--- src/design/dcache_pkg.sv ---
`default_nettype none

package dcache_pkg;

    // address split of a 32-bit byte address
    localparam int TAG_W          = 20;
    localparam int INDEX_W        = 8;
    localparam int OFFSET_W       = 4;

    localparam int WORDS_PER_LINE = 4;
    localparam int NUM_WAYS       = 2;

    typedef logic [TAG_W-1:0]    tag_t;
    typedef logic [INDEX_W-1:0]  index_t;
    typedef logic [OFFSET_W-1:0] offset_t;
    typedef logic [31:0]         word_t;
    typedef logic [3:0]          strb_t;

    // word 0 sits in the low bits
    typedef logic [WORDS_PER_LINE*32-1:0] line_t;

    typedef logic [TAG_W+INDEX_W+OFFSET_W-1:0] addr_t;

    // one-hot, bit 0 is way 0
    typedef logic [NUM_WAYS-1:0] way_sel_t;

    // one-hot controller states
    typedef enum logic [6:0] {
        main_idle       = 7'b0000001,
        main_lookup     = 7'b0000010,
        main_write_back = 7'b0000100,
        main_replace    = 7'b0001000,
        main_refill     = 7'b0010000,
        main_retry      = 7'b0100000,
        main_write      = 7'b1000000
    } ctrl_state_t;

endpackage

`default_nettype wire

--- src/design/dcache_lookup.sv ---
`timescale 1ns/1ps
`default_nettype none

module dcache_lookup (
    input  wire                      way0_valid,
    input  wire                      way0_dirty,
    input  wire dcache_pkg::tag_t     way0_tag,
    input  wire dcache_pkg::line_t    way0_line,
    input  wire                      way1_valid,
    input  wire                      way1_dirty,
    input  wire dcache_pkg::tag_t     way1_tag,
    input  wire dcache_pkg::line_t    way1_line,
    input  wire dcache_pkg::tag_t     req_tag,
    input  wire dcache_pkg::offset_t  req_offset,
    input  wire dcache_pkg::strb_t    req_wstrb,
    input  wire dcache_pkg::word_t    req_wdata,
    output logic                     hit,
    output dcache_pkg::way_sel_t     hit_way,
    output dcache_pkg::word_t        load_word,
    output dcache_pkg::line_t        merged_line,
    output dcache_pkg::way_sel_t     victim_way,
    output logic                     victim_dirty,
    output dcache_pkg::tag_t         victim_tag,
    output dcache_pkg::line_t        victim_line
);
    import dcache_pkg::*;

    logic [OFFSET_W-3:0] word_sel;
    line_t               hit_line;
    word_t               new_word;

    assign word_sel = req_offset[OFFSET_W-1:2];

    // tag compare on valid ways only
    assign hit_way[0] = way0_valid && (way0_tag == req_tag);
    assign hit_way[1] = way1_valid && (way1_tag == req_tag);
    assign hit        = |hit_way;

    assign hit_line  = hit_way[1] ? way1_line : way0_line;
    assign load_word = hit_line[word_sel*32 +: 32];

    // byte merge of the store data
    always_comb begin
        for (int b = 0; b < 4; b++) begin
            new_word[b*8 +: 8] = req_wstrb[b] ? req_wdata[b*8 +: 8] : load_word[b*8 +: 8];
        end
        merged_line = hit_line;
        merged_line[word_sel*32 +: 32] = new_word;
    end

    // invalid way first, then a clean one, else way 0
    always_comb begin
        if (!way0_valid) begin
            victim_way = 2'b01;
        end else if (!way1_valid) begin
            victim_way = 2'b10;
        end else if (!way0_dirty) begin
            victim_way = 2'b01;
        end else if (!way1_dirty) begin
            victim_way = 2'b10;
        end else begin
            victim_way = 2'b01;
        end
    end

    assign victim_dirty = victim_way[1] ? (way1_valid && way1_dirty) : (way0_valid && way0_dirty);
    assign victim_tag   = victim_way[1] ? way1_tag : way0_tag;
    assign victim_line  = victim_way[1] ? way1_line : way0_line;

endmodule

`default_nettype wire

--- config.mk ---
export PLATFORM = sky130hd
export DESIGN_NAME = dcache_lookup
export DESIGN_NICKNAME = d
export VERILOG_FILES = /design/src/design/dcache_pkg.sv /design/src/design/dcache_lookup.sv
export SDC_FILE = /design/constraint.sdc
export NUM_CORES = 1
export LEC_CHECK = 0
export ABC_AREA = 1
export BUFFER_PORTS_ARGS = -buffer_cell sky130_fd_sc_hd__buf_2
export CAP_MARGIN = 20
export CELL_PAD_IN_SITES_DETAIL_PLACEMENT = 1
export CELL_PAD_IN_SITES_GLOBAL_PLACEMENT = 2
export CORE_ASPECT_RATIO = 0.5
export CORE_MARGIN = 10
export CORE_UTILIZATION = 17
export DETAILED_ROUTE_END_ITERATION = 8
export PLACE_DENSITY = 0.95
export SYNTH_ARGS = -nofsm -noshare
export SYNTH_HDL_FRONTEND = slang
export SYNTH_SLANG_ARGS = --single-unit
--- constraint.sdc ---
create_clock -name vclk -period 3.45
set_input_delay 0 -clock vclk [all_inputs]
set_output_delay 0 -clock vclk [all_outputs]
set_load 0.01 [all_outputs]
## Word level (Yosys, flattened, before mapping)

Index checks and enable logic that the tools add are counted.

| cells by class | value |
|---|---|
| mux-type cells | 13 |
| shifts and indexed selects | 3 |
| eq/ne operators | 2 |
| reduce and logical (&&, ||, !) cells | 5 |
| $add $sub $neg | 1 |

Operator list:

| cell | count |
|---|---|
| 128-bit 2-to-1 mux | 2 |
| 128-bit bitwise mux | 1 |
| 32-bit by 34-bit variable shift with 128-bit output, first input constant | 1 |
| 128-bit by 8-bit variable part select with 32-bit output | 1 |
| 32-bit by 34-bit variable part select with 128-bit output | 1 |
| 20-bit == test | 2 |
| 7-bit negation with 34-bit output | 1 |
| 8-bit 2-to-1 mux | 4 |
| 20-bit 2-to-1 mux | 1 |
| 2-bit 2-to-1 mux | 4 |
| 1-bit logical AND | 4 |
| 2-bit OR reduction | 1 |
| 1-bit 2-to-1 mux | 1 |

| storage, ports and cells | value |
|---|---|
| logic and storage cells | 24 |
| output and inout bits | 314 |
| register bits | 0 |
| input bits | 360 |

## Depth between registers and ports, before layout

| depth | value |
|---|---|
| depth in word-level cells | 7 |
| mapped depth | 16 |
| mapped depth without buffers | 15 |

## Least setup slack after synthesis

No wires, ideal clock.

| path | value |
|---|---|
| path kind | input port to output port |
| from | input port req_offset[2] |
| to | output port merged_line[10] |
| path slack | 1.564 ns |
| cell stages on the path | 9 |
| buffers on the path | 3 |
| arrival | 1.886 ns |
| required time | 3.450 ns |
| path through | inv_1 -> clkbuf_1 -> buf_1 -> ha_1 -> clkinv_1 -> nor3_1 -> clkbuf_1 -> nand2_1 -> o21ai_1 |

| on the way | value |
|---|---|
| word-level cells in the longest chain between the ends | 4 |
| elaborated cells between the ends (all ways) | 9 |
| those cells by class | add/sub: 1; shift: 3; mux: 5 |

RTL lines:

| element | line | RTL |
|---|---|---|
| from (decl) | dcache_lookup.sv:14 | `input wire dcache_pkg::offset_t req_offset,` |
| 128-bit by 8-bit variable part select with 32-bit output | dcache_lookup.sv:40 | `assign load_word = hit_line[word_sel*32 +: 32];` |
| 8-bit 2-to-1 mux | dcache_lookup.sv:45 | `new_word[b*8 +: 8] = req_wstrb[b] ? req_wdata[b*8 +: 8] : load_word[b*8 +: 8];` |
| 32-bit by 34-bit variable part select with 128-bit output | dcache_lookup.sv:48 | `merged_line[word_sel*32 +: 32] = new_word;` |
| 128-bit bitwise mux (*) | dcache_lookup.sv:48 |  |
| to (decl) | dcache_lookup.sv:20 | `output dcache_pkg::line_t merged_line,` |

Every way passes the cells marked *; elsewhere a longest branch is shown, timed or not.

## Final worst setup path

| path | value |
|---|---|
| from | input port way1_tag[1] |
| to | output port merged_line[81] |

| on the way | value |
|---|---|
| word-level cells in the longest chain between the ends | 7 |
| elaborated cells between the ends (all ways) | 10 |
| those cells by class | eq/ne: 1; shift: 2; mux: 6; reduce/logical: 1 |

RTL lines:

| element | line | RTL |
|---|---|---|
| from (decl) | dcache_lookup.sv:11 | `input wire dcache_pkg::tag_t way1_tag,` |
| 20-bit == test (*) | dcache_lookup.sv:36 | `assign hit_way[1] = way1_valid && (way1_tag == req_tag);` |
| 1-bit logical AND (*) | dcache_lookup.sv:36 |  |
| 128-bit 2-to-1 mux (*) | dcache_lookup.sv:39 | `assign hit_line = hit_way[1] ? way1_line : way0_line;` |
| 128-bit by 8-bit variable part select with 32-bit output | dcache_lookup.sv:40 |  |
| 8-bit 2-to-1 mux | dcache_lookup.sv:45 |  |
| 32-bit by 34-bit variable part select with 128-bit output | dcache_lookup.sv:48 |  |
| 128-bit bitwise mux (*) | dcache_lookup.sv:48 |  |

Marks and branches as above.

==> metrics.yaml <==
placement:
  dp_slack_ns: 0.4544
  gp_congestion: 1.025
  placedCellCount: 3034
  io_buffers: 672
  hpwlAfterDp_um: 71550
logic_synthesis:
  ys_warn_count: 0
  syn_avg_cell_area_sq_um: 4.498
  yosysTopAreaCell: "nand2_1"
  ys_top_cells_by_count: "596 x nand2_1, 324 x nand3_1, 311 x inv_1, 161 x nand4_1, 148 x o21ai_0"
  syn_nets: 2200
  synth_xor_area_frac: 0.009550
  synth-compound-area-share: 0.1410
  synth_top_area_frac: 0.2710
  synth_most_common_cell: "nand2_1"
  syn_area_sq_um: 8254
  synthDistinctLibCells: 26
  synthMuxAreaShare: 0
  syn_inst: 1835
  synthAdderAreaFrac: 0.007579
  synth_top_family_by_area: "simple AND/OR/NAND/NOR gates"
  synth_area_leaders: "nand2_1 27%, nand3_1 20%, inv_1 14%"
  synthSimpleGateAreaFrac: 0.6276
  seq_area_frac_synth: 0
cells_and_area:
  fillerInstances: 6667
  synthToLayoutAreaGrowth_pct: 48.61
  final_cells: 3049
  regArea_sq_um: 0
  clockBufferCount: 0
  drive_gt1_frac: 0.3008
  design.final.nets: 2764
  design.seq.count: 0
pwr:
  seq_power_share: 0
  power_density_nw_per_um2: 164.2
  pwr-share-clk: 0
  p_switching_mw: 1.378
  ir_drop_mv: 0.05157
  p_leak_nw: 7.534
  sw_frac_of_total: 0.6842
  intPower_uw: 636.2
  combPwrFrac: 1.000
setup_path:
  crit_type: "input port to output port"
  crit_fanout: 96
  crit_slowest_cell: "buf_12"
  crit_chain: "buf_2 -> inv_1 -> nand2_1 -> nand2_1 -> nor2_1 -> nand2_1 -> nor2_4 -> buf_12 -> nand4_1 -> nand3_1 -> nand3_1 -> nand3_1 -> nand2_1 -> nand3_1 -> o21ai_1 -> buf_2"
  slowest_delay_ns: 0.42
  endpoint_kind: "output port"
  startpoint_type: "input port"
  crit_arrival_ns: 2.97
  cp.required_ns: 3.45
route:
  drcViolationCount: 0
  via_count: 15606
  drt_iter0_markers: 1815
  ant_nets: 0
  drt_first_pass_iters: 6
  viasPerCell: 5.118
  wl_per_cell_um: 27.84
  drt_wl_total_um: 84900
status:
  status: "finished, final reports clean"
timing:
  finalCritPeriodShare: 0.8620
  setup_viol: 0
  fin_hold_ws_ns: 0.3132
  fmax_mhz: 336.3
  rsz0062_at_grt: "false"
  worst_pin_slew_ns: 0.8478
  slew_headroom: 0.4348
  period_needed_ns: 2.974
  hold_viol: 0
  report.final.slew_viol_count: 0
  layout_setup_ws_ns: 0.4762
  tns_ns: 0
worst_hold_path:
  min_path_type: "input port to output port"
floorplanning:
  ios: 674
  die_width_um: 331.6
  coreArea_sq_um: 47440
  die_h_um: 175.8
  start_util: 0.1740
  die-area_sq_um: 58300
  row_count: 56
grt:
  grt_pass1_vias: 15028
  grt_pass1_wl_um: 115400
  grt_start_max_net_pins: 97
  globalRouteOverflowTotal: 0
  antenna_found_initial: 22
  grt_usage: 0.2670
job:
  drv_cap: 0
clock_network:
  post_cts_buffers: 0
  ctsResizeCount: 0
  hold_buffers: 0
[logic make-up (layout without fill, tap and decap cells)]
logic type	Yosys count	after routing
XOR/XNOR	9	9
AO/OA/AOI/OAI	227	227
AND/OR/NAND/NOR	1133	1133
adder cells (fa/ha/maj)	5	5
buffers and inverters	461	1023
other	0	14
[per-stage QoR]
step           utilization  instance area [sq um]  power, mW
2_1_floorplan            -                   8254     0.8734
3_3_place_gp        0.2573                  12200      1.967
3_5_place_dp        0.2573                  12200      1.975
4_1_cts             0.2573                  12200      1.982
5_1_grt             0.2583                  12250      2.137
6_report            0.2586                  12270      2.014
[path summary, 6_finish.rpt]
| check | from | endpoint | slack, ns | depth (start not counted) |
|---|---|---|---|---|
| worst max-delay path | way1_tag[1] | merged_line[81] | 0.48 | 16 |
| worst min-delay path | way1_line[105] | victim_line[105] | 0.31 | 4 |
[layout make-up]
| type | instances | area, sq um | area share |
|---|---|---|---|
| multi-input combinational | 1374 | 6510 | 0.5307 |
| timing repair buffer | 707 | 3736 | 0.3046 |
| inverter | 316 | 1187 | 0.09680 |
| tap | 638 | 798.3 | 0.06508 |
| antenna | 14 | 35.03 | 0.002856 |
[critical path, delay by kind of cell]
kind,cells,cell delay [ns]
AOI/OAI and AO/OA,1,0.18
and+or+nand+nor,11,1.93
buffers and inverters,4,0.82
[layout by cell type, fill, tap and decap left out, types with 5 or more instances in the layout]
cell     synthesis  routed
inv_1          311     310
inv_2            4       5
xnor2_1          5       5
buf_2           31     671
nand3_1        324     324
nor2_1          12      10
o22ai_1          7       7
diode_2          0      14
and2_1          32      32
buf_4            0      28
o21ai_1         65      65
nand4_1        161     161
o21ai_0        148     148
buf_12           0       7
nand2_1        596     595
ha_1             5       5
[power by group through the flow]
stage / clock network [mW] / logic, mW / registers, mW
floorplan: 0 / 0.873 / 0
global placement: 0 / 1.97 / 0
detailed placement: 0 / 1.98 / 0
CTS: 0 / 1.98 / 0
global route: 0.000000350 / 2.14 / 0
finish: 0.000000466 / 2.01 / 0
[metal layers]
| metal | up-vias | wire length (um) | track usage |
|---|---|---|---|
| li1 | 7110 | - | - |
| met1 | 7661 | 36120 | 0.3539 |
| met2 | 730 | 40680 | 0.4563 |
| met3 | 97 | 6396 | 0.04001 |
| met4 | 8 | 1646 | 0.04544 |
| met5 | - | 50 | 0 |
No activity file was read; power rests on OpenSTA's default activity.
