==> src/design/dcache_pkg.sv <==
`default_nettype none

package dcache_pkg;

    // address split of a 32-bit byte address
    localparam int TAG_W          = 20;
    localparam int INDEX_W        = 8;
    localparam int OFFSET_W       = 4;

    localparam int WORDS_PER_LINE = 4;
    localparam int NUM_WAYS       = 2;

    typedef logic [TAG_W-1:0]    tag_t;
    typedef logic [INDEX_W-1:0]  index_t;
    typedef logic [OFFSET_W-1:0] offset_t;
    typedef logic [31:0]         word_t;
    typedef logic [3:0]          strb_t;

    // word 0 sits in the low bits
    typedef logic [WORDS_PER_LINE*32-1:0] line_t;

    typedef logic [TAG_W+INDEX_W+OFFSET_W-1:0] addr_t;

    // one-hot, bit 0 is way 0
    typedef logic [NUM_WAYS-1:0] way_sel_t;

    // one-hot controller states
    typedef enum logic [6:0] {
        main_idle       = 7'b0000001,
        main_lookup     = 7'b0000010,
        main_write_back = 7'b0000100,
        main_replace    = 7'b0001000,
        main_refill     = 7'b0010000,
        main_retry      = 7'b0100000,
        main_write      = 7'b1000000
    } ctrl_state_t;

endpackage

`default_nettype wire

==> src/design/dcache_ctrl.sv <==
`timescale 1ns/1ps
`default_nettype none

module dcache_ctrl (
    input  wire                      clk,
    input  wire                      resetn,
    input  wire                      valid,
    input  wire                      op,
    input  wire dcache_pkg::tag_t     tag,
    input  wire dcache_pkg::index_t   index,
    input  wire dcache_pkg::offset_t  offset,
    input  wire dcache_pkg::strb_t    wstrb,
    input  wire dcache_pkg::word_t    wdata,
    input  wire                      hit,
    input  wire dcache_pkg::way_sel_t hit_way,
    input  wire dcache_pkg::way_sel_t victim_way,
    input  wire                      victim_dirty,
    input  wire dcache_pkg::tag_t     victim_tag,
    input  wire dcache_pkg::line_t    victim_line,
    input  wire                      rd_rdy,
    input  wire                      ret_valid,
    input  wire                      ret_last,
    input  wire                      wr_rdy,
    output dcache_pkg::index_t       req_index,
    output dcache_pkg::tag_t         req_tag,
    output dcache_pkg::offset_t      req_offset,
    output dcache_pkg::strb_t        req_wstrb,
    output dcache_pkg::word_t        req_wdata,
    output dcache_pkg::way_sel_t     fill_en,
    output dcache_pkg::way_sel_t     store_en,
    output logic                     word_en,
    output logic                     addr_ok,
    output logic                     data_ok,
    output logic                     busy,
    output logic                     rd_req,
    output dcache_pkg::addr_t        rd_addr,
    output logic                     wr_req,
    output dcache_pkg::addr_t        wr_addr,
    output dcache_pkg::line_t        wr_data
);
    import dcache_pkg::*;

    ctrl_state_t state;
    logic        req_op;
    logic        refill_done;

    assign refill_done = (state == main_refill) && ret_valid && ret_last;

    // request buffer, loaded when a request is taken in idle
    always_ff @(posedge clk) begin
        if (state == main_idle && valid) begin
            req_tag    <= tag;
            req_index  <= index;
            req_offset <= offset;
            req_wstrb  <= wstrb;
            req_wdata  <= wdata;
        end
    end

    always_ff @(posedge clk) begin
        if (!resetn) begin
            state  <= main_idle;
            req_op <= 1'b0;
        end else begin
            case (state)
                main_idle: begin
                    if (valid) begin
                        state  <= main_lookup;
                        req_op <= op;
                    end
                end
                main_lookup: begin
                    if (hit) begin
                        state <= req_op ? main_write : main_idle;
                    end else if (victim_dirty) begin
                        state <= main_write_back;
                    end else begin
                        state <= main_replace;
                    end
                end
                main_write_back: begin
                    if (wr_rdy) begin
                        state <= main_replace;
                    end
                end
                main_replace: begin
                    if (rd_rdy) begin
                        state <= main_refill;
                    end
                end
                main_refill: begin
                    if (refill_done) begin
                        state <= main_retry;
                    end
                end
                // the line was filled on ret_last, so this always hits
                main_retry:  state <= req_op ? main_write : main_idle;
                main_write:  state <= main_idle;
                default:     state <= main_idle;
            endcase
        end
    end

    assign busy    = (state != main_idle);
    assign addr_ok = (state == main_lookup);
    assign data_ok = (state == main_lookup || state == main_retry) && hit;

    // way updates
    assign word_en  = (state == main_refill) && ret_valid;
    assign fill_en  = refill_done ? victim_way : '0;
    assign store_en = (state == main_write) ? hit_way : '0;

    // line refill request, held until the bus takes it
    assign rd_req  = (state == main_replace);
    assign rd_addr = {req_tag, req_index, {OFFSET_W{1'b0}}};

    // dirty victim goes out as one full line
    assign wr_req  = (state == main_write_back) && wr_rdy;
    assign wr_addr = {victim_tag, req_index, {OFFSET_W{1'b0}}};
    assign wr_data = victim_line;

endmodule

`default_nettype wire

==> config.mk <==
export PLATFORM = sky130hd
export DESIGN_NAME = dcache_ctrl
export DESIGN_NICKNAME = d
export VERILOG_FILES = /design/src/design/dcache_pkg.sv /design/src/design/dcache_ctrl.sv
export SDC_FILE = /design/constraint.sdc
export NUM_CORES = 1
export LEC_CHECK = 0
export BUFFER_PORTS_ARGS = -buffer_cell sky130_fd_sc_hd__buf_2
export CAP_MARGIN = 25
export CELL_PAD_IN_SITES_DETAIL_PLACEMENT = 0
export CELL_PAD_IN_SITES_GLOBAL_PLACEMENT = 1
export CORE_AREA = 2 2 194 196
export CTS_CLUSTER_DIAMETER = 150
export DETAILED_ROUTE_END_ITERATION = 6
export DIE_AREA = 0 0 196 198
export GPL_ROUTABILITY_DRIVEN = 0
export PLACE_DENSITY = 0.5
export RECOVER_POWER = 100
export SYNTH_ARGS = -nofsm -noshare
export SYNTH_HDL_FRONTEND = slang
export SYNTH_SLANG_ARGS = --single-unit
export TNS_END_PERCENT = 50
==> constraint.sdc <==
create_clock -name clk -period 3.1 [get_ports clk]
set_clock_uncertainty 0.05 [all_clocks]
set_input_delay 0.31 -clock clk [delete_from_list [all_inputs] [get_ports clk]]
set_output_delay 0.31 -clock clk [all_outputs]
set_load 0.005 [all_outputs]
* Yosys cells after proc, flatten, opt, wreduce, memory -nomap -nowiden *
Index checks and enable logic that the tools add are counted.

word-level totals
  logic and storage cells = 37
  output and inout port bits = 270
  bits of input ports = 230
  flip-flop bits (word level) = 76

operators by class
  equal/unequal tests = 12
  reductions and logical operators = 8
  mux-type cells = 10

operators by type and width
  kind                                                    count
  two-way mux 7 bit                                       6
  case mux 7 bit (6 select lines)                         1
  inequality test 2 bit (second input constant)           4
  equality test 7 x 1 -> 1 bit (second input constant)    1
  equality test 7 x 2 -> 1 bit (second input constant)    1
  equality test 7 x 3 -> 1 bit (second input constant)    1
  equality test 7 x 4 -> 1 bit (second input constant)    1
  equality test 7 x 5 -> 1 bit (second input constant)    1
  equality test 7 x 6 -> 1 bit (second input constant)    1
  equality test 7 bit (second input constant)             1
  inequality test 7 x 1 -> 1 bit (second input constant)  1
  logical AND 1 bit                                       5
  two-way mux 2 bit                                       2
  two-way mux 4 bit                                       1
  AND reduction 4 bit                                     1
  AND reduction 2 bit                                     1
  logical OR 1 bit                                        1

* Depth between registers and ports, before layout *
Gate-level depths: netlist (run 1).

  depth after elaboration = 5
  gate-level depth with buffers = 5
  depth with buffers taken out = 4

* Worst setup path after synthesis (run 1) *
No wires, ideal clock.

  path kind = reg2reg
  from = reg state[6]
  to = reg req_index[0] (enable)
  data required time = 2.628 ns
  setup time = 0.422 ns
  slack = 0.443 ns
  period minus slack after synthesis = 2.657 ns
  cell stages (with the launch flop) = 4
  data arrival time = 2.185 ns
  path buffers = 0
  cell sequence = dfxtp_1 -> nor3_4 -> nand4_1 -> inv_1

between the ends
  word-level cells in the longest chain between the ends = 2

RTL lines
  item                          RTL line           text
  start, declared               dcache_ctrl.sv:43  ctrl_state_t state;
  start signal, assigned        dcache_ctrl.sv:62  state <= main_idle;
  start signal, assigned        dcache_ctrl.sv:68  state <= main_lookup;
  start signal, assigned        dcache_ctrl.sv:74  state <= req_op ? main_write : main_idle;
  equality test 7 x 1 -> 1 bit  dcache_ctrl.sv:51  if (state == main_idle && valid) begin
  logical AND 1 bit             dcache_ctrl.sv:51
  end signal, assigned          dcache_ctrl.sv:53  req_index <= index;
  end, declared                 dcache_ctrl.sv:24  output dcache_pkg::index_t req_index,

No other way between the ends.
A chain may end at the register's enable or synchronous reset.

* Worst setup path in the final report (run 1) *
  from = reg state[6]
  to = reg req_tag[19] (enable)

between the ends
  word-level cells in the longest chain between the ends = 2

RTL lines
  item                          RTL line           text
  equality test 7 x 1 -> 1 bit  dcache_ctrl.sv:51
  logical AND 1 bit             dcache_ctrl.sv:51
  end signal, assigned          dcache_ctrl.sv:52  req_tag <= tag;
  end, declared                 dcache_ctrl.sv:25  output dcache_pkg::tag_t req_tag,

No other way between the ends.

==> results.json, run 1 <==
{
  "row_count": 71,
  "fin_crit_sh_pct": 79.3,
  "p_per_area_nw_per_um2": 782,
  "leakage_nw": 1.67,
  "setup_tns_ns": 0,
  "cts_tree": "built",
  "cts_hold_buf": 0,
  "final_util_pct": 12.2,
  "cts_buffers": 9,
  "synth_top_cells_by_count": "buf_4 (192), edfxtp_1 (68), nor2_1 (13)",
  "synth_cell_type_count": 37,
  "chipHeight_um": 198,
  "antenna_found_initial": 2,
  "rsz0062_at_grt": "false",
  "area_delta_synth_final_pct": 8.63,
  "cap_violations": 0,
  "crit_fanout": 23,
  "grt_max_degree": 34,
  "grt_first_pass_wirelength_um": 15600,
  "synth.most_common_cell": "buf_4",
  "boundaryPins": 500,
  "cts_root_buffer": "clkbuf_16",
  "ff2ff_setup_slack_ns": 0.64,
  "worstReg2RegEnd": "req_tag[19]",
  "diodes": 0,
  "cts_resized": 0,
  "synth_top_flop_cell": "edfxtp_1",
  "detail-route-antenna-nets": 0,
  "tightest_slew_ns": 1.03,
  "wl_per_cell_um": 14.1,
  "clkSlewWorstSetupHoldPaths_ns": 0.07,
  "async_flop_share_pct": 0,
  "setup_viol": 0,
  "dpl.cell_count": 828,
  "yosys.area.top_type": "edfxtp_1",
  "fin_nets": 595,
  "design.core.area_sq_um": 37000,
  "relSlewSlack_pct": 31.4,
  "max_freq_ghz": 0.407,
  "yosys_warnings": 0,
  "cp-startpoint": "state[6]",
  "num_vias": 2385,
  "synth_edf_count": 68,
  "fillers": 4216,
  "timing.rr.start": "state[6]",
  "synth.area.top_cells": "edfxtp_1 (49%), buf_4 (35%), dfxtp_1 (3.9%)",
  "clock_sinks": 76,
  "synth_top_area_share_pct": 49.2,
  "drive_above_1_share_pct": 41.9,
  "reg2reg_depth": 4,
  "portBuffers": 195,
  "grt_pass1_vias": 2260,
  "overflow": 0,
  "outcome": "finished, final reports clean",
  "whs_path_depth": 1,
  "worst_ep_required_time_ns": 3.07,
  "endpoint": "req_tag[19]",
  "cts_setup_buffers": 0,
  "avgViaCountPerCell": 2.83,
  "clk_path_buf_depth": 2,
  "drc": 0,
  "critical_path_class": "register to register",
  "drv_slew": 0,
  "die_width_um": 196,
  "start_util_pct": 11.2,
  "synth_area_sq_um": 4150,
  "ir_drop_uv": 210,
  "ys_ff_latch": 76,
  "clk_latency_ns": 0.34,
  "finalHoldViolCount": 0,
  "instances_no_fill": 844,
  "ys_seq_area_share_pct": 53.1,
  "drt_wl_total_um": 11900,
  "dp_hpwl_um": 9720,
  "min_period_ns": 2.46,
  "die_area_sq_um": 38800,
  "cp.arrival_ns": 2.43,
  "min_path_type": "input pin to register",
  "crit_path_start_kind": "register",
  "cp-end-kind": "register",
  "track_usage_pct": 5.86,
  "htree_levels": 3,
  "dr.pass1.iters": 4,
  "dr.first_iter.drc_count": 76,
  "syn_area_per_cell_sq_um": 12.1,
  "synth_cells": 344
}
layer usage:
metal | up-vias | routed length, um | GRT usage (%)
met4 | 4 | 280 | 3.31
met3 | 32 | 2040 | 5.14
li1 | 1005 | - | -
met5 | - | 121 | 2.30
met2 | 268 | 4730 | 7.58
met1 | 1076 | 4700 | 6.19
power by group:
| part | internal, mW | switching, mW |
|---|---|---|
| registers | 1.47 | 0.144 |
| clock network | 0.628 | 0.433 |
| logic | 0.344 | 0.506 |
| total | 2.44 | 1.08 |
registers in the layout (all words and copies together), names as in the netlist:
signal / count
req_wdata: 32
req_tag: 20
req_index: 8
state: 7
req_offset: 4
req_wstrb: 4
req_op: 1
area by class of cell:
type | instances | area [sq um] | share of cell area (%)
Tap cell | 474 | 593 | 13.2
Timing Repair Buffer | 199 | 935 | 20.7
Clock buffer | 9 | 225 | 5.00
Inverter | 6 | 22.5 | 0.500
Clock inverter | 7 | 72.6 | 1.61
Sequential cell | 76 | 2200 | 48.9
Multi-Input combinational cell | 73 | 455 | 10.1
stage by stage:
step	power, mW	hold WS, ns	area [sq um]	worst slack [ns]
CTS	3.67	0.0591	4610	0.883
global route	3.74	0.0572	4510	0.428
finish	3.52	0.0852	4510	0.642
detailed placement	2.57	0.439	4310	0.892
global placement	2.58	0.436	4310	0.916
floorplan	2.32	0.359	4170	0.443
worst max-delay path, cell delays in order, from the launching register on:
cell      delay, ns
dfxtp_1        0.38
nor3_4         0.39
nand4_1        0.20
inv_1          0.78
clkbuf_1       0.32
kinds of logic after synthesis:
logic type      after synthesis  synth area share [%]
other cells                   1                0.0904
simple gates                 49                  7.63
compound gates               14                  2.65
mux                           1                 0.241
buf+inv                     202                  36.1
flops                        76                  53.1
xor+xnor                      1                 0.211
worst min path at each step:
| stage | slack (ns) | endpoint | from |
|---|---|---|---|
| after floorplan | 0.36 | req_index[0] | index[0] |
| after global placement | 0.44 | req_tag[7] | tag[7] |
| after detailed placement | 0.44 | req_wdata[16] | wdata[16] |
| after CTS | 0.06 | req_wdata[0] | wdata[0] |
| after global routing | 0.06 | req_wdata[0] | wdata[0] |
| final | 0.09 | req_wdata[0] | wdata[0] |
layout by cell type (no fill, tap or decap), drive strengths merged, types with 4 or more instances in the layout:
cell type / count
buf: 137
clkbuf: 71
edfxtp: 68
nor2: 13
inv: 9
conb: 8
dfxtp: 8
nor2b: 5
nand2: 5
nor4b: 4
nor4: 4
nor3: 4
Note: power is estimated with default switching activity, not from simulation.
==> run 2: changes to the inputs <==
--- a/config.mk
+++ b/config.mk
@@ -5,16 +5,17 @@
 export SDC_FILE = /design/constraint.sdc
 export NUM_CORES = 1
 export LEC_CHECK = 0
+export ABC_AREA = 1
 export BUFFER_PORTS_ARGS = -buffer_cell sky130_fd_sc_hd__buf_2
 export CAP_MARGIN = 25
 export CELL_PAD_IN_SITES_DETAIL_PLACEMENT = 0
 export CELL_PAD_IN_SITES_GLOBAL_PLACEMENT = 1
-export CORE_AREA = 2 2 194 196
+export CORE_AREA = 2 2 192 194
 export CTS_CLUSTER_DIAMETER = 150
 export DETAILED_ROUTE_END_ITERATION = 6
-export DIE_AREA = 0 0 196 198
+export DIE_AREA = 0 0 194 196
 export GPL_ROUTABILITY_DRIVEN = 0
-export PLACE_DENSITY = 0.5
+export PLACE_DENSITY = 0.53
 export RECOVER_POWER = 100
 export SYNTH_ARGS = -nofsm -noshare
 export SYNTH_HDL_FRONTEND = slang
==> constraint.sdc (replaced) <==
create_clock -name clk -period 2 [get_ports clk]
set_clock_uncertainty 0.05 [all_clocks]
set_input_delay 0.2 -clock clk [delete_from_list [all_inputs] [get_ports clk]]
set_output_delay 0.2 -clock clk [all_outputs]
set_load 0.005 [all_outputs]
==> run 2 against run 1 <==
Design area is 19% higher; synthesized area rose by 0.24%; clock power rose by 95%; total power is 81% higher; setup slack worse by 0.49 ns; die area is 2.0% lower.
==> results.json, run 2 <==
{
  "finalPower_mw": 6.39,
  "fin_crit_sh_pct": 92.6,
  "overflow": 0,
  "rsz0062_at_grt": "false",
  "regMostFlops": "req_wdata",
  "fin_nets": 691,
  "swShare_pct": 30.5,
  "wl_per_cell_um": 13.6,
  "die_width_um": 194,
  "design.core.area_sq_um": 36100,
  "worst_ep_required_time_ns": 1.99,
  "final_common_cell": "buf_2",
  "comb_power_share_pct": 27.4,
  "diodes": 0,
  "clkSlewWorstSetupHoldPaths_ns": 0.07,
  "drc": 0,
  "yosys_warnings": 0,
  "synth_area_sq_um": 4160,
  "final_cell_mix": "buf_2 (147), edfxtp_1 (68), dlygate4sd3_1 (66), clkbuf_1 (50), inv_1 (26)",
  "cpMostUsedCell": "nor2_4",
  "cpPeakStageDelay_ns": 0.35,
  "cp.arrival_ns": 1.84,
  "dr.first_iter.drc_count": 62,
  "yosys.area.top_type": "edfxtp_1",
  "avgViaCountPerCell": 2.82,
  "clk_path_buf_depth": 2,
  "synth.most_common_cell": "buf_4",
  "cp-end-kind": "register",
  "pwr-share-seq_pct": 40.1,
  "crit_chain": "nor2_4 -> nand3_1 -> nor2_4 -> nand2_2 -> clkinvlp_4 -> clkbuf_2",
  "reg_top3": "req_wdata: 32 flops, req_tag: 20 flops, req_index: 8 flops",
  "track_usage_pct": 6.39,
  "start_util_pct": 11.5,
  "cts_root_buffer": "clkbuf_16",
  "synth_top_cells_by_count": "buf_4 (193), edfxtp_1 (68), inv_1 (27)",
  "synth_cell_type_count": 23,
  "clock_sinks": 76,
  "outcome": "finished, final reports clean",
  "p_per_area_nw_per_um2": 1200,
  "ys_ff_latch": 76,
  "crit_fanout": 11,
  "ys_seq_area_share_pct": 53.0,
  "max_freq_ghz": 0.540,
  "p_int_mw": 4.44,
  "synth_cells": 365,
  "grt_first_pass_wirelength_um": 16900,
  "crit_path_start_kind": "register",
  "portBuffers": 195,
  "die_area_sq_um": 38000,
  "synth_top_area_share_pct": 49.1,
  "grt_pass1_vias": 2553,
  "cap_violations": 0,
  "min_period_ns": 1.85,
  "synth_edf_count": 68,
  "syn_area_per_cell_sq_um": 11.4,
  "p_clk_share_pct": 32.4,
  "chipHeight_um": 196,
  "grt_max_degree": 24,
  "async_flop_share_pct": 0,
  "area_delta_synth_final_pct": 28.5,
  "synth_top_flop_cell": "edfxtp_1",
  "switchingPower_mw": 1.95,
  "cp_slowest_cell": "dfxtp_2",
  "antenna_found_initial": 1,
  "dp_hpwl_um": 9770,
  "num_vias": 2631,
  "clk_latency_ns": 0.35,
  "leakage_nw": 2.16,
  "drt_wl_total_um": 12700,
  "htree_levels": 3,
  "largest_reg_flops": 32,
  "finalHoldViolCount": 0,
  "setup_viol": 0,
  "detail-route-antenna-nets": 0,
  "row_count": 70,
  "ir_drop_uv": 431,
  "drv_slew": 0,
  "boundaryPins": 500,
  "pre_cts_ws_ns": 0.184,
  "setup_slack_ns": 0.149,
  "critical_path_class": "register to register",
  "cts_tree": "built",
  "cts_buffers": 9,
  "min_path_type": "input pin to register",
  "drive_above_1_share_pct": 43.0,
  "dr.pass1.iters": 4,
  "synth.area.top_cells": "edfxtp_1 (49%), buf_4 (35%), dfxtp_1 (3.9%)"
}
## run 2: cell count changes in the layout (fill, tap and decap cells not counted), moves of 8 or more
cell           delta
dlygate4sd3_1    +66
inv_1            +20
buf_2            +13
clkbuf_1         -12
nand2_1           +8
## run 2: path summary, 6_finish.rpt
check | start | to | slack (ns) | cells after the start
setup / recovery | state[2] | req_wdata[15] | 0.15 | 6
hold / removal | wdata[23] | req_wdata[23] | 0.05 | 1
setup reg to reg | state[2] | req_wdata[15] | 0.15 | 6
hold reg to reg | state[3] | state[3] | 0.47 | 2
## run 2: layout make-up
| class | count | area, sq um |
|---|---|---|
| Clock inverter | 6 | 138 |
| Timing Repair Buffer | 271 | 1660 |
| Inverter | 29 | 113 |
| Sequential cell | 76 | 2210 |
| Multi-Input combinational cell | 74 | 414 |
| Tap cell | 468 | 586 |
| Clock buffer | 9 | 225 |
| Fill cell | 4075 | 30700 |
## run 2: worst max-delay path, delay by kind of cell (launching register included)
kind	cells	cell delay (ns)
buf+inv	2	0.58
flops	1	0.35
simple gates	4	0.55
## run 2: per-layer routing
metal	track usage, %	vias up	share of wire [%]
li1	-	1161	-
met1	6.89	1154	40
met2	8.29	292	39
met3	5.55	22	18
met4	3.42	2	2.3
met5	1.53	-	0.41
## run 2: per-stage QoR
step           cell area (sq um)  utilization (%)  TNS, ns  hold WS, ns  std cells
6_report                    5340             14.8        0       0.0453        933
5_1_grt                     5340             14.8        0       0.0337        933
4_1_cts                     5450             15.1        0     0.000523        933
3_5_place_dp                4420             12.3        0        0.328        852
3_3_place_gp                4420             12.3        0        0.326        852
2_1_floorplan               4210                -    -3.50        0.249        372
## run 2: cell families after synthesis
family | count (synthesis) | share of synthesized area, %
and+or+nand+nor | 58 | 8.37
buffers and inverters | 222 | 37.5
AOI/OAI and AO/OA | 8 | 1.11
other | 1 | 0.0902
DFF | 76 | 53.0
## run 2: what timing repair did
item | in CTS | in global routing
gates resized for setup | 0 | 0
hold buffers | 66 | 0
buffers inserted | 0 | 0
endpoints found under the hold margin | 66 | 0
## run 2: power by group through the flow
stage          Sequential (mW)  Combinational (mW)  Clock (mW)
2_1_floorplan             2.62                1.18           0
3_3_place_gp              2.59                1.82           0
3_5_place_dp              2.60                1.81           0
4_1_cts                   2.57                1.92        2.19
5_1_grt                   2.61                1.93        2.23
6_report                  2.56                1.75        2.07
