--- src/design/dcache_pkg.sv ---
`default_nettype none

package dcache_pkg;

    // address split of a 32-bit byte address
    localparam int TAG_W          = 20;
    localparam int INDEX_W        = 8;
    localparam int OFFSET_W       = 4;

    localparam int WORDS_PER_LINE = 4;
    localparam int NUM_WAYS       = 2;

    typedef logic [TAG_W-1:0]    tag_t;
    typedef logic [INDEX_W-1:0]  index_t;
    typedef logic [OFFSET_W-1:0] offset_t;
    typedef logic [31:0]         word_t;
    typedef logic [3:0]          strb_t;

    // word 0 sits in the low bits
    typedef logic [WORDS_PER_LINE*32-1:0] line_t;

    typedef logic [TAG_W+INDEX_W+OFFSET_W-1:0] addr_t;

    // one-hot, bit 0 is way 0
    typedef logic [NUM_WAYS-1:0] way_sel_t;

    // one-hot controller states
    typedef enum logic [6:0] {
        main_idle       = 7'b0000001,
        main_lookup     = 7'b0000010,
        main_write_back = 7'b0000100,
        main_replace    = 7'b0001000,
        main_refill     = 7'b0010000,
        main_retry      = 7'b0100000,
        main_write      = 7'b1000000
    } ctrl_state_t;

endpackage

`default_nettype wire

--- src/design/dcache_refill_buffer.sv ---
`timescale 1ns/1ps
`default_nettype none

module dcache_refill_buffer (
    input  wire                   clk,
    input  wire                   resetn,
    input  wire                   word_en,
    input  wire dcache_pkg::word_t ret_data,
    output dcache_pkg::line_t     fill_line
);
    import dcache_pkg::*;

    // counts returned words, wraps after the last one
    logic [$clog2(WORDS_PER_LINE)-1:0] cnt_q;
    word_t buf_q [WORDS_PER_LINE-1];

    always_ff @(posedge clk) begin
        if (!resetn) begin
            cnt_q <= '0;
        end else if (word_en) begin
            cnt_q <= cnt_q + 1'b1;
        end
    end

    // only the first three words are kept
    always_ff @(posedge clk) begin
        if (word_en) begin
            case (cnt_q)
                2'd0:    buf_q[0] <= ret_data;
                2'd1:    buf_q[1] <= ret_data;
                2'd2:    buf_q[2] <= ret_data;
                default: ;
            endcase
        end
    end

    // last word comes straight from the bus, so the fill lands on ret_last
    assign fill_line = {ret_data, buf_q[2], buf_q[1], buf_q[0]};

endmodule

`default_nettype wire

--- config.mk ---
export PLATFORM = sky130hd
export DESIGN_NAME = dcache_refill_buffer
export DESIGN_NICKNAME = d
export VERILOG_FILES = /design/src/design/dcache_pkg.sv /design/src/design/dcache_refill_buffer.sv
export SDC_FILE = /design/constraint.sdc
export NUM_CORES = 1
export LEC_CHECK = 0
export BUFFER_PORTS_ARGS = -buffer_cell sky130_fd_sc_hd__buf_2
export CORE_MARGIN = 3
export CORE_UTILIZATION = 45
export DETAILED_ROUTE_END_ITERATION = 6
export MAX_ROUTING_LAYER = met4
export PLACE_DENSITY = 0.79
export SYNTH_ARGS = -nofsm -noshare
export SYNTH_HDL_FRONTEND = slang
export SYNTH_SLANG_ARGS = --single-unit
--- constraint.sdc ---
create_clock -name clk -period 1.55 [get_ports clk]
set_clock_uncertainty 0.05 [all_clocks]
set_input_delay 0 -clock clk [delete_from_list [all_inputs] [get_ports clk]]
set_output_delay 0 -clock clk [all_outputs]
set_load 0.05 [all_outputs]
# Word-level counts from Yosys, hierarchy flattened
# Memories as Yosys holds them, arrays and structs flattened.
# Index checks and enable logic that the tools add are counted.
word_totals:
  in_bits: 35
  out_inout_bits: 128
  n_memories: 1
  mem_bits_rw: 96
  word_cells: 23
  register_bits: 2
op_classes:
  addsub: 1
  n_reduce_logical: 3
  n_mux: 15
  eq_ne: 2
mem_list:
  columns: ["memory", "words", "width", "read_ports", "rd_ports_with_merged_regs", "wr", "line_no", "text"]
  rows:
  - ["buf_q", 3, 32, 3, 0, 1, "dcache_refill_buffer.sv:15", "word_t buf_q [WORDS_PER_LINE-1];"]
op_table:
  columns: ["operator", "count"]
  rows:
  - ["$mux W32", 2]
  - ["$reduce_or A32 Y1", 2]
  - ["$mux W1", 11]
  - ["$mux W2", 2]
  - ["$add A2 B1 Y2 const B", 1]
  - ["$eq A2 B1 Y1 const B", 1]
  - ["$eq A2 B2 Y1 const B", 1]
  - ["$logic_not A2 Y1", 1]

# Depth between registers and ports, before layout
# Gate-level depths: netlist of the first run.
depth:
  word_depth: 7
  depth_mapped: 4
  depth_no_buf: 4

# Worst setup path before layout of the first run
# OpenSTA, ideal clock, no wires.
synth_timing:
  path_kind: "register to register"
  startpoint: "register cnt_q[0]"
  endpoint: "memory buf_q[0][64] in the netlist's numbering (enable)"
  setup_time_ns: 0.374
  path_buffers: 0
  path_stages_with_launch: 4
  t_arrival_ns: 1.000
  synth_period_minus_slack_ns: 1.424
  path_slack_ns: 0.126
  required_ns: 1.126
  cell_sequence: "dfxtp_1 -> inv_1 -> ha_1 -> and2_2"
synth_via:
  elab_chain_cells: 7
  elab_cells_between_ends: 18
  classes_between: "eq/ne (2); mux (13); reduce/logical (3)"
synth_lines:
  columns: ["item", "line_no", "text"]
  rows:
  - ["from (decl)", "dcache_refill_buffer.sv:14", "logic [$clog2(WORDS_PER_LINE)-1:0] cnt_q;"]
  - ["from (signal assigned)", "dcache_refill_buffer.sv:21", "cnt_q <= cnt_q + 1'b1;"]
  - ["$eq A2 B1 Y1", "dcache_refill_buffer.sv:28", "case (cnt_q)"]
  - ["$mux W1", "dcache_refill_buffer.sv:28", null]
  - ["$mux W1", "dcache_refill_buffer.sv:27", "if (word_en) begin"]
  - ["$mux W1 (not written as such)", "dcache_refill_buffer.sv:30", "2'd1: buf_q[1] <= ret_data;"]
  - ["$reduce_or A32 Y1 (no line)", null, null]
  - ["$mux W2 (no line) or $mux W1 (tied branches) (2 in a row)", null, null]
  - ["to (decl)", "dcache_refill_buffer.sv:15", null]
# Parallel ways exist; a longest one is shown, timed or not.

# Final worst setup path of the first run
layout_timing:
  startpoint: "register cnt_q[0]"
  endpoint: "register cnt_q[0]"
layout_via:
  elab_chain_cells: 1
layout_lines:
  columns: ["item", "line_no"]
  rows:
  - ["$add A2 B1 Y2", "dcache_refill_buffer.sv:21"]
# No other way between the ends.
# A chain may end at the register's enable or synchronous reset.

==> results.sh, run 1 <==
export IMPL_cp_startpoint="cnt_q[0]$_SDFFE_PN0P_"
export IMPL_h_tree_depth=3
export IMPL_cp_end_kind="register"
export IMPL_arrival_ps=1630
export IMPL_cts_tree="yes"
export IMPL_synth_top_family_by_area="buffers and inverters"
export IMPL_synth_xor_area_share_pct=0.269
export IMPL_synth_cell_types=10
export IMPL_ys_ff_latch=98
export IMPL_final_cells=419
export IMPL_r2r_end="cnt_q[0]$_SDFFE_PN0P_"
export IMPL_grt_max_degree=33
export IMPL_clock_fmax_ghz=0.685
export IMPL_hold_slack_ps=356
export IMPL_yosys_warnings=0
export IMPL_totalPowerFinal_mw=5.44
export IMPL_ant_nets=0
export IMPL_dp_cells=369
export IMPL_timing_max_cap_violations=0
export IMPL_gr_max_usage_layer="met2"
export IMPL_rrSetupSlack_ps=90
export IMPL_clockRootBuffer="clkbuf_8"
export IMPL_preCtsSetupSlack_ps=-161
export IMPL_wl_mm=6.75
export IMPL_synthesis_area_um2=3260
export IMPL_hold_depth=2
export IMPL_p_sw_mw=1.58
export IMPL_yosysMostFrequentCell="edfxtp_1"
export IMPL_syn_mean_instance_area_um2=23.0
export IMPL_grt_use_total_pct=16.8
export IMPL_cp_num_buf_inv=2
export IMPL_p_per_area_nw_per_um2=1220
export IMPL_ir_drop_v=0.000691
export IMPL_gr_usage_met1_pct=17.4
export IMPL_die_w_um=91.1
export IMPL_ios=163
export IMPL_cp_required_ps=1720
export IMPL_slew_limit_headroom_pct=68.5
export IMPL_nets=357
export IMPL_internal_power_mw=3.86
export IMPL_postCtsSetupBuffers=0
export IMPL_power_leakage_nw=1.82
export IMPL_cp_top_family="buffers and inverters"
export IMPL_vias_per_cell=4.43
export IMPL_yosys_top_cells_area="edfxtp_1, buf_4, dfxtp_1"
export IMPL_cts_num_sinks=98
export IMPL_synth_commonest_cells="edfxtp_1, buf_4, and2_2, ha_1"
export IMPL_area_growth_pct=37.2
export IMPL_ys_flop_type="edfxtp_1"
export IMPL_finalSetupViolCount=0
export IMPL_yosysTopAreaCellShare_pct=88.4
export IMPL_gp_congestion=0.689
export IMPL_drive_gt1_share_pct=55.4
export IMPL_first_global_vias=1993
export IMPL_period_share_pct=94.2
export IMPL_antenna_found_initial=0
export IMPL_drtIter0Drc=70
export IMPL_first_pass_iters=4
export IMPL_tns_ps=0
export IMPL_cp_start_kind="register"
export IMPL_use_met3_pct=3.89
export IMPL_clock_latency_ps=330
export IMPL_max_stage_delay_ps=560
export IMPL_synth_edf_count=96
export IMPL_yosysTopAreaCell="edfxtp_1"
export IMPL_path_clk_slew_ps=90
export IMPL_drc=0
export IMPL_core_rowCount=30
export IMPL_min_to="buf_q[0][64]$_DFFE_PP_"
export IMPL_initial_utilization_pct=47.2
export IMPL_hold_viol_final=0
export IMPL_syn_num_nets=180
export IMPL_min_from="ret_data[0]"
export IMPL_dieArea_um2=8310
export IMPL_globalRouteOverflowTotal=0
export IMPL_syn_inst=142
export IMPL_rsz0062_at_grt="false"
export IMPL_antennaDiodeCount=0
export IMPL_critical_path_class="reg -> reg"
export IMPL_die_h_um=91.1
export IMPL_p_seq_share_pct=57.1
export IMPL_p_clk_share_pct=24.7
export IMPL_cp_max_fo=3
export IMPL_reg2regPathDepth=4
export IMPL_tightestPinTransition_ps=472
export IMPL_cts_buffers=9
export IMPL_min_period_ps=1460
export IMPL_yosysSeqAreaShare_pct=89.6
export IMPL_path_cells="buf_4, xor2_1, and2_1, dlygate4sd3_1"
export IMPL_r2r_start="cnt_q[0]$_SDFFE_PN0P_"
export IMPL_synth_mux_area_share_pct=0.307
export IMPL_synthArstFlopShare_pct=0
export IMPL_setup_ws_ps=89.7
export IMPL_portBuffers=162
export IMPL_clk_path_buf_depth=2
export IMPL_switching_share_pct=29.1
export IMPL_vias=1855
export IMPL_synth_adder_area_share_pct=1.15
export IMPL_wl_per_cell_um=16.1
export IMPL_coreArea_um2=6910
export IMPL_combinationalPowerShare_pct=18.1
export IMPL_hold_class="in -> reg"
export IMPL_synthSimpleGateAreaFrac_pct=1.07
export IMPL_grt_pass1_wl_mm=10.3
export IMPL_synth_compound_area_share_pct=0
export IMPL_grt_use_met2_pct=30.0
export IMPL_slew_violations=0
export IMPL_outcome="finished clean"
export IMPL_crit_slowest_cell="dlygate4sd3_1"
## power by group through the flow
stage	clock network (mW)	logic [mW]	registers, mW
5_1_grt	1.49	1.03	3.12
2_1_floorplan	0	0.291	3.59
3_5_place_dp	0	0.917	3.17
3_3_place_gp	0	0.900	3.17
6_report	1.35	0.986	3.10
4_1_cts	1.39	0.991	3.11
## per-layer routing
metal	vias to the layer above	wire, µm
li1	852	-
met1	900	2490
met2	94	3730
met3	9	433
met4	0	96
met5	-	0
## worst max path at each step
stage	endpoint	slack, ps	cells past startpoint
2_1_floorplan	buf_q[0][64]$_DFFE_PP_	130	3
3_3_place_gp	buf_q[0][0]$_DFFE_PP_	-100	3
3_5_place_dp	buf_q[0][58]$_DFFE_PP_	-160	3
4_1_cts	buf_q[0][85]$_DFFE_PP_	90	3
5_1_grt	cnt_q[0]$_SDFFE_PN0P_	40	4
6_report	cnt_q[0]$_SDFFE_PN0P_	90	4
## worst reg2reg max path, stage by stage, from the launching register on
cell,delay [ps]
dfxtp_1,330
buf_4,130
xor2_1,130
and2_1,150
dlygate4sd3_1,560
## per-stage QoR
stage / util (%) / area [µm²]
after floorplan: - / 3260
after global placement: 57.3 / 3960
after CTS: 64.8 / 4470
final: 64.8 / 4470
after detailed placement: 57.3 / 3960
after global routing: 64.8 / 4470
## cell families after synthesis
| logic type | count (synthesis) |
|---|---|
| adders and majority gates | 3 |
| and+or+nand+nor | 5 |
| muxes | 1 |
| xor gates and xnor gates | 1 |
| buffers and inverters | 34 |
| DFF | 98 |
## registers in the layout, summed over array words and instances, names as in the netlist
register / flops
buf_q: 96
cnt_q: 2
## layout by cell type (no fill, tap or decap)
cell type      Yosys  routed
buf_2              0     162
edfxtp_1          96      96
dlygate4sd3_1      0      35
clkbuf_8           0       9
and2_4             0       3
ha_1               3       3
inv_1              2       2
clkinvlp_4         0       2
dfxtp_1            2       2
xor2_1             1       1
and2_1             1       1
mux2i_1            1       1
nor2b_1            1       1
clkinv_2           0       1
clkinv_4           0       1
clkinv_1           0       1
clkbuf_1           0       1
buf_4             32       1
## cell type report
type,count,area (µm²)
Clock buffer,10,128
Multi-Input combinational cell,10,95.1
Fill cell,526,2430
Timing Repair Buffer,198,1170
Sequential cell,98,2920
Tap cell,96,120
Clock inverter,5,32.5
Inverter,2,7.51
## timing repair
action,in CTS,in global routing
endpoints found under the setup margin,96,0
hold endpoints to repair,98,0
resized for setup,3,0
hold buffers,35,0
No activity file was read; power rests on OpenSTA's default activity.
==> run 2: changes to the inputs <==
CELL_PAD_IN_SITES_DETAIL_PLACEMENT = 2   (was default)
CELL_PAD_IN_SITES_GLOBAL_PLACEMENT = 2   (was default)
CORE_UTILIZATION = 30   (was 45)
PLACE_DENSITY = default   (was 0.79)
PLACE_DENSITY_LB_ADDON = 0.1   (was default)
==> results.sh, run 2 (synthesis gave the netlist of run 1 again) <==
export IMPL_nets=362
export IMPL_reg_largest_list="buf_q: 96 flops, cnt_q: 2 flops"
export IMPL_dieArea_um2=12200
export IMPL_ios=163
export IMPL_hold_viol_final=0
export IMPL_finalSetupViolCount=0
export IMPL_vias_per_cell=3.96
export IMPL_drive_gt1_share_pct=56.5
export IMPL_wl_mm=8.09
export IMPL_vias=1841
export IMPL_antennaDiodeCount=0
export IMPL_rsz0062_at_grt="false"
export IMPL_critical_path_class="reg -> reg"
export IMPL_largest_register="buf_q"
export IMPL_hold_slack_ps=337
export IMPL_slew_limit_headroom_pct=82.3
export IMPL_power_leakage_nw=1.87
export IMPL_coreArea_um2=10500
export IMPL_cts_num_sinks=98
export IMPL_path_clk_slew_ps=110
export IMPL_period_share_pct=89.8
export IMPL_final_common_cell="buf_2"
export IMPL_grt_use_total_pct=13.7
export IMPL_cp_required_ps=1600
export IMPL_slew_violations=0
export IMPL_cts_buffers=9
export IMPL_gp_congestion=0.706
export IMPL_wl_per_cell_um=17.4
export IMPL_drc=0
export IMPL_drtIter0Drc=38
export IMPL_core_rowCount=37
export IMPL_ant_nets=0
export IMPL_first_pass_iters=4
export IMPL_ir_drop_v=0.000515
export IMPL_p_per_area_nw_per_um2=1230
export IMPL_tightestPinTransition_ps=266
export IMPL_initial_utilization_pct=31.2
export IMPL_cp_end_kind="register"
export IMPL_dpl_hpwl_mm=5.74
export IMPL_cts_tree="yes"
export IMPL_die_h_um=110
export IMPL_clock_latency_ps=350
export IMPL_area_growth_pct=40.5
export IMPL_tns_ps=0
export IMPL_h_tree_depth=3
export IMPL_min_period_ps=1390
export IMPL_die_w_um=110
export IMPL_clockRootBuffer="clkbuf_8"
export IMPL_timing_max_cap_violations=0
export IMPL_grt_max_degree=19
export IMPL_outcome="finished clean"
export IMPL_cp_max_fo=17
export IMPL_cp_start_kind="register"
export IMPL_arrival_ps=1440
export IMPL_globalRouteOverflowTotal=0
export IMPL_first_global_vias=1972
export IMPL_clk_path_buf_depth=2
export IMPL_grt_pass1_wl_mm=11.6
export IMPL_portBuffers=162
export IMPL_hold_class="in -> reg"
export IMPL_largest_reg_flops=96
export IMPL_totalPowerFinal_mw=5.64
export IMPL_postCtsSetupBuffers=0
export IMPL_clock_fmax_ghz=0.718
export IMPL_antenna_found_initial=0
export IMPL_final_cell_mix="buf_2, edfxtp_1, dlygate4sd3_1"
[run 2: cell types whose count changed in the layout (fill, tap and decap cells not counted)]
cell | previous run | this run
clkbuf_1 | 1 | 0
clkinvlp_4 | 2 | 0
and2_2 | 0 | 3
clkinv_2 | 1 | 0
inv_6 | 0 | 1
buf_4 | 1 | 6
inv_8 | 0 | 2
and2_4 | 3 | 0
clkinv_4 | 1 | 3
[run 2: path summary, 6_finish.rpt]
kind,from,end,slack [ps],depth (start not counted)
max,cnt_q[0]$_SDFFE_PN0P_,buf_q[0][78]$_DFFE_PP_,160,4
min,ret_data[4],buf_q[0][36]$_DFFE_PP_,340,2
max reg2reg,cnt_q[0]$_SDFFE_PN0P_,buf_q[0][78]$_DFFE_PP_,160,4
min reg2reg,cnt_q[1]$_SDFFE_PN0P_,cnt_q[1]$_SDFFE_PN0P_,500,2
[run 2: layout make-up]
cell class              instances  area, µm²
well taps                     136        170
multi-input cells              10       91.3
inverters                       2       7.51
clock buffers                   9        124
flip-flops and latches         98       2920
clock inverters                 7       61.3
repair buffers                203       1210
fillers                      1031       5880
[run 2: report_power, final]
| group | leakage (nW) | switching (mW) | internal [mW] | total [mW] |
|---|---|---|---|---|
| Clock | 0.0953 | 0.919 | 0.615 | 1.53 |
| Sequential | 0.904 | 0.0339 | 3.07 | 3.10 |
| Combinational | 0.867 | 0.784 | 0.223 | 1.01 |
| Total | 1.87 | 1.74 | 3.91 | 5.64 |
[run 2: layer usage]
layer / GRT usage (%) / part of all wire (%)
met2: 24.4 / 56
met1: 14.9 / 37
met3: 3.15 / 6.8
met4: 5.28 / 0.96
met5: - / 0
[run 2: stage by stage]
stage,instance area (µm²),util (%),std cells,setup slack (ps)
final,4580,43.8,465,158
after global routing,4580,43.8,465,94.3
after CTS,4580,43.8,465,123
after detailed placement,4050,38.7,414,135
after global placement,4050,38.7,414,203
after floorplan,3260,-,142,126
[run 2: repair_timing]
item / in CTS / in global routing
hold buffers: 35 / 0
hold endpoints to repair: 98 / 0
resized for setup: 0 / 0
[run 2: critical path, stage by stage, from the launching register on]
cell and delay, ps:
dfxtp_1 400, inv_1 80, ha_1 200, and2_2 200, buf_4 220
==> run 3: changes to the inputs <==
==> constraint.sdc (replaced) <==
create_clock -name clk -period 1.55 [get_ports clk]
set_clock_uncertainty 0.05 [all_clocks]
set_input_delay 0.155 -clock clk [delete_from_list [all_inputs] [get_ports clk]]
set_output_delay 0.155 -clock clk [all_outputs]
set_load 0.05 [all_outputs]
==> results.sh, run 3 (synthesis gave the netlist of run 1 again) <==
export IMPL_cp_start_kind="register"
export IMPL_area_growth_pct=39.6
export IMPL_drtIter0Drc=58
export IMPL_p_per_area_nw_per_um2=1230
export IMPL_nFillCells=1052
export IMPL_cp_max_fo=20
export IMPL_ios=163
export IMPL_ir_drop_v=0.000506
export IMPL_gp_congestion=0.695
export IMPL_cp_end_kind="register"
export IMPL_timing_max_cap_violations=0
export IMPL_cp_required_ps=1580
export IMPL_grt_use_total_pct=13.2
export IMPL_hold_class="in -> reg"
export IMPL_hold_viol_final=0
export IMPL_vias_per_cell=4.03
export IMPL_regArea_um2=2920
export IMPL_totalPowerFinal_mw=5.59
export IMPL_final_common_cell="buf_2"
export IMPL_final_cell_mix="buf_2, edfxtp_1, dlygate4sd3_1"
export IMPL_hold_depth=3
export IMPL_die_w_um=110
export IMPL_h_tree_depth=3
export IMPL_coreArea_um2=10500
export IMPL_tightestPinTransition_ps=290
export IMPL_clock_fmax_ghz=0.718
export IMPL_largest_reg_flops=96
export IMPL_arrival_ps=1420
export IMPL_path_clk_slew_ps=90
export IMPL_drc=0
export IMPL_dieArea_um2=12200
export IMPL_cts_tree="yes"
export IMPL_clock_latency_ps=330
export IMPL_slew_limit_headroom_pct=80.7
export IMPL_period_share_pct=89.8
export IMPL_first_pass_iters=4
export IMPL_postCtsSetupBuffers=0
export IMPL_multiInputGateArea_um2=91.3
export IMPL_clockRootBuffer="clkbuf_8"
export IMPL_wl_per_cell_um=17.3
export IMPL_outcome="finished clean"
export IMPL_wl_mm=8.03
export IMPL_dpl_hpwl_mm=5.67
export IMPL_portBuffers=162
export IMPL_reg2regPathDepth=4
export IMPL_cts_buffers=9
export IMPL_finalSetupViolCount=0
export IMPL_ant_nets=0
export IMPL_rsz0062_at_grt="false"
export IMPL_clk_path_buf_depth=2
export IMPL_min_period_ps=1390
export IMPL_reg_largest_list="buf_q: 96 flops, cnt_q: 2 flops"
export IMPL_power_leakage_nw=1.85
export IMPL_initial_utilization_pct=31.2
export IMPL_core_rowCount=37
export IMPL_die_h_um=110
export IMPL_drive_gt1_share_pct=56.9
export IMPL_first_global_vias=1930
export IMPL_cts_num_sinks=98
export IMPL_crit_slowest_cell="dfxtp_1"
export IMPL_tns_ps=0
export IMPL_slew_violations=0
export IMPL_max_stage_delay_ps=380
export IMPL_critical_path_class="reg -> reg"
export IMPL_nets=360
export IMPL_globalRouteOverflowTotal=0
export IMPL_grt_max_degree=21
export IMPL_largest_register="buf_q"
export IMPL_antenna_found_initial=0
export IMPL_antennaDiodeCount=0
export IMPL_grt_pass1_wl_mm=11.3
export IMPL_path_cells="inv_1, ha_1, and2_2, buf_4"
export IMPL_vias=1865
run 3: where the power goes:
part | switching [mW] | leakage (nW) | total (mW) | internal [mW]
combinational | 0.785 | 0.857 | 1.00 | 0.218
clock | 0.879 | 0.0877 | 1.48 | 0.603
sequential | 0.0317 | 0.904 | 3.10 | 3.07
total | 1.70 | 1.85 | 5.59 | 3.89
run 3: final cells by class:
class / count / area share, %
Clock buffer: 10 / 2.80
Clock inverter: 6 / 1.04
Inverter: 2 / 0.165
Multi-Input combinational cell: 10 / 2.01
Sequential cell: 98 / 64.2
Tap cell: 136 / 3.74
Timing Repair Buffer: 201 / 26.1
run 3: per-layer routing:
metal / vias to the layer above / share of wire [%] / global-route usage, %
li1: 859 / - / -
met1: 922 / 36 / 14.3
met2: 75 / 55 / 24.2
met3: 9 / 6.5 / 2.74
met4: 0 / 1.6 / 4.40
met5: - / 0 / -
run 3: metrics by stage:
step	setup slack [ps]	cell area (µm²)	util [%]	std cells	hold slack, ps
global route	84.2	4550	43.5	463	129
finish	157	4550	43.5	463	113
detailed placement	153	4050	38.7	414	330
floorplan	126	3260	-	142	204
global placement	179	4050	38.7	414	322
CTS	141	4550	43.5	463	103
run 3: what timing repair did:
action / CTS / global route
hold buffers: 33 / 0
hold endpoints to repair: 98 / 0
gates resized for setup: 0 / 0
run 3: worst paths after layout:
| kind | from | slack (ps) | end |
|---|---|---|---|
| max | cnt_q[0]$_SDFFE_PN0P_ | 160 | buf_q[0][77]$_DFFE_PP_ |
| min | word_en | 110 | cnt_q[1]$_SDFFE_PN0P_ |
| max reg2reg | cnt_q[0]$_SDFFE_PN0P_ | 160 | buf_q[0][77]$_DFFE_PP_ |
| min reg2reg | cnt_q[1]$_SDFFE_PN0P_ | 500 | cnt_q[1]$_SDFFE_PN0P_ |
run 3: worst max-delay path: cells and delay by family (launching register included):
| kind | cells | cell delay, ps |
|---|---|---|
| flops | 1 | 380 |
| simple gates | 1 | 190 |
| fa+ha+maj | 1 | 190 |
| buf+inv | 2 | 310 |
